### src/hdl/trace_pkg.sv
package trace_pkg;

    // one input word as read from the trace FIFO
    localparam int word_width = 64;

    // records are always whole multiples of this unit
    localparam int align_width = 8;

    // largest record, also the width of the output FIFO word
    localparam int unit_width = 256;

    // record length in bits, sized to hold unit_width itself
    localparam int len_width = 9;

    // bit position inside one alignment unit
    localparam int align_bits = 3;

    // record length counted in alignment units, header bits 3 to 8
    localparam int alen_width = 6;

    // alignment units per word and the offset that walks them
    localparam int word_units = 8;
    localparam int word_off_width = 3;

    // words needed for the largest record
    localparam int max_words = 4;

    typedef logic [word_width-1:0] word_t;
    typedef logic [unit_width-1:0] unit_t;
    typedef logic [len_width-1:0] bit_len_t;
    typedef logic [alen_width-1:0] alen_t;
    typedef logic [word_off_width-1:0] word_off_t;

    // trace size and the counters derived from it
    typedef logic [31:0] trace_bits_t;
    typedef logic [31-word_off_width-align_bits:0] word_cnt_t;
    typedef logic [31-align_bits:0] unit_cnt_t;

endpackage
### src/hdl/trace_parse.sv
module trace_parse #(
    parameter bit pad_enable = 1'b1
) (
    input  logic                   clk,
    input  logic                   sync_rst_n,

    // input FIFO, first-word-fall-through
    input  trace_pkg::word_t       in_data,
    input  logic                   in_empty,
    output logic                   in_rd_en,

    // output FIFO, one record per write
    output trace_pkg::unit_t       out_data,
    output logic                   out_wr_en,
    input  logic                   out_almfull,

    // trace size in bits, stable for the whole run
    input  trace_pkg::trace_bits_t trace_bits
);

    // high half of the shift buffer
    trace_pkg::word_t hi_word;
    logic hi_full;
    // high half moves into the low half
    logic hi_lo_shift;

    // registered segments towards the assembler
    logic seg_valid;
    trace_pkg::word_t seg_data;
    trace_pkg::bit_len_t seg_len;

    // fetch words into the high half, pad at the end
    word_fetch #(
        .pad_enable (pad_enable)
    ) u_word_fetch (
        .clk         (clk),
        .sync_rst_n  (sync_rst_n),
        .in_data     (in_data),
        .in_empty    (in_empty),
        .out_almfull (out_almfull),
        .hi_lo_shift (hi_lo_shift),
        .trace_bits  (trace_bits),
        .in_rd_en    (in_rd_en),
        .hi_full     (hi_full),
        .hi_word     (hi_word)
    );

    // walk record boundaries in the low half
    segment_extract u_segment_extract (
        .clk         (clk),
        .sync_rst_n  (sync_rst_n),
        .hi_word     (hi_word),
        .hi_full     (hi_full),
        .trace_bits  (trace_bits),
        .hi_lo_shift (hi_lo_shift),
        .seg_valid   (seg_valid),
        .seg_data    (seg_data),
        .seg_len     (seg_len)
    );

    // collect segments into whole records
    record_assemble u_record_assemble (
        .clk        (clk),
        .sync_rst_n (sync_rst_n),
        .seg_valid  (seg_valid),
        .seg_data   (seg_data),
        .seg_len    (seg_len),
        .out_wr_en  (out_wr_en),
        .out_data   (out_data)
    );

endmodule

### src/hdl/record_assemble.sv
module record_assemble (
    input  logic                clk,
    input  logic                sync_rst_n,
    input  logic                seg_valid,
    input  trace_pkg::word_t    seg_data,
    input  trace_pkg::bit_len_t seg_len,
    output logic                out_wr_en,
    output trace_pkg::unit_t    out_data
);

    // assembler state
    // asm_wait_header idle, next segment is a header
    // asm_wait_body   header in, more words to come
    // asm_done        record complete, written this cycle
    typedef enum logic [1:0] {
        asm_wait_header,
        asm_wait_body,
        asm_done
    } asm_state_t;

    localparam int word_shift = trace_pkg::word_off_width + trace_pkg::align_bits;
    localparam int slot_bits = $clog2(trace_pkg::max_words);

    asm_state_t asm_state;
    asm_state_t asm_state_next;

    // words collected so far, up to max_words
    logic [slot_bits:0] word_cnt;
    // slot the next body word goes to
    logic [slot_bits-1:0] word_idx;
    // bits covered once the incoming body word lands
    trace_pkg::bit_len_t covered_bits;
    // length of the record being assembled
    trace_pkg::bit_len_t rec_len;
    // a segment here opens a new record
    logic start_rec;

    assign word_idx = word_cnt[slot_bits-1:0];
    assign covered_bits = trace_pkg::bit_len_t'(word_cnt + 1'b1) << word_shift;

    // done also accepts the next header, no stall since almfull holds reads
    assign start_rec = seg_valid && (asm_state != asm_wait_body);

    always_comb begin
        asm_state_next = asm_state;
        case (asm_state)
            asm_wait_header, asm_done: begin
                if (seg_valid) begin
                    // one-word record completes at once
                    if (seg_len <= trace_pkg::bit_len_t'(trace_pkg::word_width)) begin
                        asm_state_next = asm_done;
                    end else begin
                        asm_state_next = asm_wait_body;
                    end
                end else begin
                    asm_state_next = asm_wait_header;
                end
            end
            asm_wait_body: begin
                if (seg_valid && (rec_len <= covered_bits)) begin
                    asm_state_next = asm_done;
                end
            end
            default: asm_state_next = asm_wait_header;
        endcase
    end

    always_ff @(posedge clk) begin
        if (!sync_rst_n) begin
            asm_state <= asm_wait_header;
        end else begin
            asm_state <= asm_state_next;
        end
    end

    // word count and latched length
    always_ff @(posedge clk) begin
        if (!sync_rst_n) begin
            word_cnt <= '0;
            rec_len <= '0;
        end else if (start_rec) begin
            word_cnt <= 1'b1;
            rec_len <= seg_len;
        end else if (seg_valid) begin
            word_cnt <= word_cnt + 1'b1;
        end
    end

    // record buffer feeds the output FIFO directly
    // bits above rec_len keep whatever an older record left
    always_ff @(posedge clk) begin
        if (start_rec) begin
            out_data[0 +: trace_pkg::word_width] <= seg_data;
        end else if (seg_valid) begin
            out_data[word_idx*trace_pkg::word_width +: trace_pkg::word_width] <= seg_data;
        end
    end

    // one write per finished record
    assign out_wr_en = asm_state == asm_done;

endmodule

### src/hdl/segment_extract.sv
module segment_extract (
    input  logic                   clk,
    input  logic                   sync_rst_n,
    input  trace_pkg::word_t       hi_word,
    input  logic                   hi_full,
    input  trace_pkg::trace_bits_t trace_bits,
    output logic                   hi_lo_shift,
    output logic                   seg_valid,
    output trace_pkg::word_t       seg_data,
    output trace_pkg::bit_len_t    seg_len
);

    // low half state
    // lo_empty  nothing valid yet
    // lo_header a record header starts at lo_off
    // lo_body   the rest of a record starts at lo_off
    typedef enum logic [1:0] {
        lo_empty,
        lo_header,
        lo_body
    } lo_state_t;

    localparam int trace_msb = $bits(trace_pkg::trace_bits_t) - 1;

    lo_state_t lo_state;
    lo_state_t lo_state_next;

    // low half payload and the unit offset into it
    trace_pkg::word_t lo_word;
    trace_pkg::word_off_t lo_off;

    // both halves side by side, low half in the lsbs
    logic [2*trace_pkg::word_width-1:0] shift_buf;
    // word-wide window starting at lo_off
    trace_pkg::word_t lo_out_data;

    // units of the current record still to send
    trace_pkg::alen_t lo_remain_len;
    // body count, one word less after each full segment
    trace_pkg::alen_t lo_remain_reg;
    // units that leave with the current segment
    trace_pkg::alen_t lo_sent_units;

    // segment leaves the low half this cycle
    logic lo_out;
    // record ends inside this segment
    logic lo_satisfied;
    // segment reaches to or past the end of the low half
    logic lo_exhaust;
    // whole trace has been sent, the rest is padding
    logic lo_done;

    // emitted alignment units and the trace size in units
    trace_pkg::unit_cnt_t unit_cnt;
    trace_pkg::unit_cnt_t unit_total;

    assign shift_buf = {hi_word, lo_word};
    assign lo_out_data = shift_buf[lo_off*trace_pkg::align_width +: trace_pkg::word_width];

    // header length comes straight from the window, body from the register
    always_comb begin
        case (lo_state)
            lo_header: lo_remain_len = lo_out_data[trace_pkg::align_bits +: trace_pkg::alen_width];
            lo_body:   lo_remain_len = lo_remain_reg;
            default:   lo_remain_len = '0;
        endcase
    end

    assign lo_satisfied = lo_remain_len <= trace_pkg::alen_t'(trace_pkg::word_units);

    // one extra bit so offset plus length never wraps
    assign lo_exhaust = ({1'b0, lo_remain_len} + (trace_pkg::alen_width + 1)'(lo_off)) >=
                        (trace_pkg::alen_width + 1)'(trace_pkg::word_units);

    assign lo_sent_units = lo_satisfied ? lo_remain_len :
                           trace_pkg::alen_t'(trace_pkg::word_units);

    assign unit_total = trace_bits[trace_msb:trace_pkg::align_bits];
    assign lo_done = unit_cnt == unit_total;

    // window spans both halves, so the high half must hold data
    assign lo_out = hi_full && (lo_state != lo_empty) && !lo_done;

    // refill the low half when empty or fully consumed
    assign hi_lo_shift = hi_full && ((lo_state == lo_empty) || (lo_out && lo_exhaust));

    // low state machine
    always_comb begin
        lo_state_next = lo_state;
        case (lo_state)
            lo_empty: begin
                if (hi_lo_shift) begin
                    lo_state_next = lo_header;
                end
            end
            lo_header, lo_body: begin
                if (hi_lo_shift) begin
                    // record ends here or carries on into the next word
                    lo_state_next = lo_satisfied ? lo_header : lo_body;
                end else if (lo_out) begin
                    // record ended inside the low half, next header follows
                    lo_state_next = lo_header;
                end
            end
            default: lo_state_next = lo_empty;
        endcase
    end

    always_ff @(posedge clk) begin
        if (!sync_rst_n) begin
            lo_state <= lo_empty;
        end else begin
            lo_state <= lo_state_next;
        end
    end

    // offset moves only when a record ends, a full word keeps it
    always_ff @(posedge clk) begin
        if (!sync_rst_n) begin
            lo_off <= '0;
        end else if (lo_state == lo_empty) begin
            lo_off <= '0;
        end else if (lo_out && lo_satisfied) begin
            // wraps mod word_units when the record crosses into the next word
            lo_off <= lo_off + lo_remain_len[trace_pkg::word_off_width-1:0];
        end
    end

    // remaining body units, only read in lo_body
    always_ff @(posedge clk) begin
        if (hi_lo_shift && (lo_state != lo_empty) && !lo_satisfied) begin
            lo_remain_reg <= lo_remain_len - trace_pkg::alen_t'(trace_pkg::word_units);
        end
    end

    // low half payload
    always_ff @(posedge clk) begin
        if (hi_lo_shift) begin
            lo_word <= hi_word;
        end
    end

    // emitted unit counter
    always_ff @(posedge clk) begin
        if (!sync_rst_n) begin
            unit_cnt <= '0;
        end else if (lo_out) begin
            unit_cnt <= unit_cnt + trace_pkg::unit_cnt_t'(lo_sent_units);
        end
    end

    // register barrier towards the assembler
    always_ff @(posedge clk) begin
        if (!sync_rst_n) begin
            seg_valid <= 1'b0;
        end else begin
            seg_valid <= lo_out;
        end
    end

    always_ff @(posedge clk) begin
        seg_data <= lo_out_data;
        // units back to bits, only meaningful with a header
        seg_len <= {lo_remain_len, {trace_pkg::align_bits{1'b0}}};
    end

endmodule

### src/hdl/word_fetch.sv
module word_fetch #(
    parameter bit pad_enable = 1'b1
) (
    input  logic                   clk,
    input  logic                   sync_rst_n,
    input  trace_pkg::word_t       in_data,
    input  logic                   in_empty,
    input  logic                   out_almfull,
    input  logic                   hi_lo_shift,
    input  trace_pkg::trace_bits_t trace_bits,
    output logic                   in_rd_en,
    output logic                   hi_full,
    output trace_pkg::word_t       hi_word
);

    // bits of a bit position inside one word
    localparam int word_shift = trace_pkg::word_off_width + trace_pkg::align_bits;
    localparam int trace_msb = $bits(trace_pkg::trace_bits_t) - 1;

    // words taken so far, the pad word counts too
    trace_pkg::word_cnt_t word_cnt;
    // trace size rounded up to whole words
    trace_pkg::word_cnt_t words_total;

    // high half can take a word this cycle
    logic hi_room;
    // all trace words are in, zero word still owed
    logic pad_due;
    // zero word goes into the high half this cycle
    logic hi_pad;
    // any load of the high half
    logic hi_load;

    // ceiling of trace_bits over the word width
    assign words_total = trace_bits[trace_msb:word_shift] +
                         trace_pkg::word_cnt_t'(|trace_bits[word_shift-1:0]);

    // free now, or emptied into the low half on this edge
    assign hi_room = !hi_full || hi_lo_shift;

    // first-word-fall-through read, data taken on the same edge
    // almost-full only throttles reads, words in flight keep moving
    assign in_rd_en = !in_empty && !out_almfull && hi_room;

    // counter stops matching once the pad is loaded, so only one pad
    assign pad_due = pad_enable && (word_cnt != '0) && (word_cnt == words_total);

    // a real word wins if the FIFO still offers one
    assign hi_pad = pad_due && hi_room && !in_rd_en;

    assign hi_load = in_rd_en || hi_pad;

    // high half occupancy
    always_ff @(posedge clk) begin
        if (!sync_rst_n) begin
            hi_full <= 1'b0;
        end else if (hi_load) begin
            // load, or flow when a shift happens on the same edge
            hi_full <= 1'b1;
        end else if (hi_lo_shift) begin
            // unload into the low half
            hi_full <= 1'b0;
        end
    end

    // input word counter
    always_ff @(posedge clk) begin
        if (!sync_rst_n) begin
            word_cnt <= '0;
        end else if (hi_load) begin
            word_cnt <= word_cnt + 1'b1;
        end
    end

    // high half payload, qualified by hi_full
    always_ff @(posedge clk) begin
        if (in_rd_en) begin
            hi_word <= in_data;
        end else if (hi_pad) begin
            // zero word pushes the last record out of the low half
            hi_word <= '0;
        end
    end

endmodule

### config.mk
export PLATFORM = sky130hd
export DESIGN_NAME = trace_parse
export DESIGN_NICKNAME = d
export VERILOG_FILES = /design/src/hdl/trace_pkg.sv /design/src/hdl/trace_parse.sv /design/src/hdl/record_assemble.sv /design/src/hdl/segment_extract.sv /design/src/hdl/word_fetch.sv
export SDC_FILE = /design/constraint.sdc
export NUM_CORES = 1
export LEC_CHECK = 0
export ABC_AREA = 1
export BUFFER_PORTS_ARGS = -buffer_cell sky130_fd_sc_hd__buf_2
export CORE_MARGIN = 10
export CORE_UTILIZATION = 50
export DETAILED_ROUTE_END_ITERATION = 12
export MAX_ROUTING_LAYER = met4
export PLACE_DENSITY_LB_ADDON = 0.25
export SETUP_SLACK_MARGIN = 0.15
export SYNTH_ARGS = -nofsm -noshare
export SYNTH_HDL_FRONTEND = slang
export SYNTH_HIERARCHICAL = 1
export SYNTH_SLANG_ARGS = --single-unit
### constraint.sdc
create_clock -name clk -period 8.9 [get_ports clk]
set_input_delay 1.335 -clock clk [delete_from_list [all_inputs] [get_ports clk]]
set_output_delay 1.335 -clock clk [all_outputs]
set_load 0.1 [all_outputs]
==> flow_metrics.tcl <==
set metrics [dict create \
    gp_congestion 0.910 \
    cts.sinks 536 \
    fp.dieW_um 244 \
    post_cts_buffers 0 \
    wl_um 77800 \
    dp_cells 3550 \
    p_leak_uw 0.0110 \
    path_max_fanout 81 \
    fin_cells 3652 \
    syn_inst 2646 \
    ir_drop_v 0.000154 \
    io_pins 358 \
    initial_utilization 0.509 \
    drtIter0Drc 2242 \
    ant_nets 0 \
    final_core_utilization 0.590 \
    area_delta_synth_final_pct 16.0 \
    muxShareOfSynthArea 0.0140 \
    cts_hold_buffers 0 \
    maxSlewViolCount 0 \
    die_h_um 244 \
    hold_class "flip-flop to flip-flop" \
    arrival_ps 5420 \
    synthArstFlopShare 0 \
    drc_errors 0 \
    drtPass1Iterations 6 \
    cts_tree "built" \
    cp.required_ps 7570 \
    hold_violations 0 \
    cts_resized 0 \
    clkLatencyLatePin_ps 630 \
    crit_path_frequent_cell "nand2_1" \
    powerDensity_mw_per_mm2 193 \
    yosysWarnings 6 \
    end_kind "output pin" \
    core_mm2 0.0493 \
    fmax_mhz 148 \
    antenna_found_initial 4 \
    synth-edff-count 390 \
    largest_register_ffs 256 \
    setup-violations-final 0 \
    synth_compound_area_frac 0.0653 \
    mostFrequentLayoutCell "nand2_1" \
    syn-cell-area_mm2 0.0251 \
    grt_pass1_wl_um 116000 \
    gr-total-overflow 0 \
    slew_headroom 0.258 \
    synth_fa_ha_area_frac 0.0146 \
    fillers 4360 \
    crit_type "flip-flop to output pin" \
    drive_above_1_share 0.200 \
    wl_per_cell_um 21.3 \
    yosysUniqueCellTypes 55 \
    syn_avg_cell_area_um2 9.47 \
    synth_simple_gate_area_frac 0.220 \
    synthXorXnorAreaFrac 0.0315 \
    regMostFlops "u_record_assemble/out_data" \
    synth_top_family_by_area "simple AND/OR/NAND/NOR gates" \
    finalCriticalPeriod_ps 6750 \
    crit_path_max_incr_delay_ps 820 \
    vias_per_cell 5.43 \
    grt_pass1_vias 18640 \
    final_cell_mix "nand2_1 (497), edfxtp_1 (390), buf_2 (357), nor2_1 (315), inv_1 (265)" \
    rows 81 \
    synth_flop_cell "edfxtp_1" \
    tightest_slew_ps 1110 \
    status "finished, final reports clean" \
    finalClockSkew_ps 21.6 \
    layout.nets 3070 \
    via_count 19813 \
    cts_max_level 2 \
    path_clk_slew_ps 70 \
    cap_violations 0 \
    io_buffers 357 \
    period_share 0.759 \
    grt_usage 0.258 \
    slowest_stage "buf_4" \
    cp-start-kind "flip-flop" \
    hpwl_um 57800 \
    grt_max_degree 97 \
    cts_made_buffers 54 \
    die_area_mm2 0.0595 \
    ctsRootBufferMaster "clkbuf_16" \
    clockBufferDepth 3 \
    grt_setup_unrepaired "false" \
    tns_ps 0 \
    ys_ff_latch 536 \
    ys_seq_area_frac 0.584 \
]
## synth_stat cells (all sizes together), types with 5 or more instances
library cell | number | area share
nand3 | 184 | 0.039
mux2i | 35 | 0.014
a21oi | 112 | 0.025
nor3 | 125 | 0.025
o21bai | 5 | 0.0015
clkbuf | 63 | 0.0095
nor4 | 8 | 0.0020
xnor2 | 26 | 0.0091
nor2 | 347 | 0.057
dfxtp | 146 | 0.12
edfxtp | 390 | 0.47
nand4 | 27 | 0.0067
o21ai | 166 | 0.033
xor2 | 64 | 0.022
ha | 26 | 0.013
nand2 | 537 | 0.086
or2 | 13 | 0.0032
buf | 71 | 0.018
inv | 277 | 0.042
## metal layers
layer / GRT usage / vias to the layer above / share of wire
li1: - / 9344 / -
met1: 0.367 / 9398 / 0.45
met2: 0.379 / 982 / 0.44
met3: 0.0476 / 89 / 0.086
met4: 0.0537 / 0 / 0.018
met5: - / - / 0
## worst paths after layout
kind / start / end / slack (ps) / cells past startpoint
setup / recovery: u_segment_extract/lo_off[0] / in_rd_en / 2150 / 27
hold / removal: u_word_fetch/hi_word[61] / u_segment_extract/lo_word[61] / 420 / 0
setup reg to reg: u_segment_extract/lo_off[0] / u_word_fetch/hi_word[49] / 2900 / 36
hold reg to reg: u_word_fetch/hi_word[61] / u_segment_extract/lo_word[61] / 420 / 0
## critical path, delay by kind of cell (launching register included)
kind | cells | cell delay, ps
buf+inv | 7 | 1730
simple gates | 15 | 1560
flops | 1 | 640
compound gates | 4 | 530
fa+ha+maj | 1 | 290
## layout make-up
class                      count  area [um2]  area share
clock inverter                35         470      0.0162
clock buffer                  66        1460      0.0501
sequential                   536       14600       0.504
inverter                     279        1060      0.0364
multi-input combinational   1701        8730       0.300
tap                          664         831      0.0286
timing repair buffer         370        1880      0.0648
antenna                        1        2.50   0.0000861
## metrics by stage
stage | instance area [um2] | power [uW] | hold slack (ps) | worst slack [ps]
after global routing | 29100 | 5780 | 438 | 1580
final | 29100 | 5610 | 424 | 2150
after detailed placement | 27100 | 3230 | 407 | 2710
after CTS | 29100 | 5640 | 422 | 2150
after global placement | 27100 | 3220 | 408 | 2790
after floorplan | 25100 | 3080 | 400 | 903
## power by group
part	switching [uW]	internal (uW)	leakage, uW	total, uW
Combinational	288	102	0.00570	389
Sequential	47.9	2740	0.00437	2790
Clock	996	1440	0.000934	2430
## logic make-up (layout without fill, tap and decap cells)
group	after synthesis	after routing
AOI/OAI and AO/OA	297	297
xor gates and xnor gates	90	90
adders and majority gates	28	28
buffers and inverters	413	750
DFF	536	536
muxes	35	35
other	1	6
and+or+nand+nor	1246	1246
No activity file was read; power rests on OpenSTA's default activity.
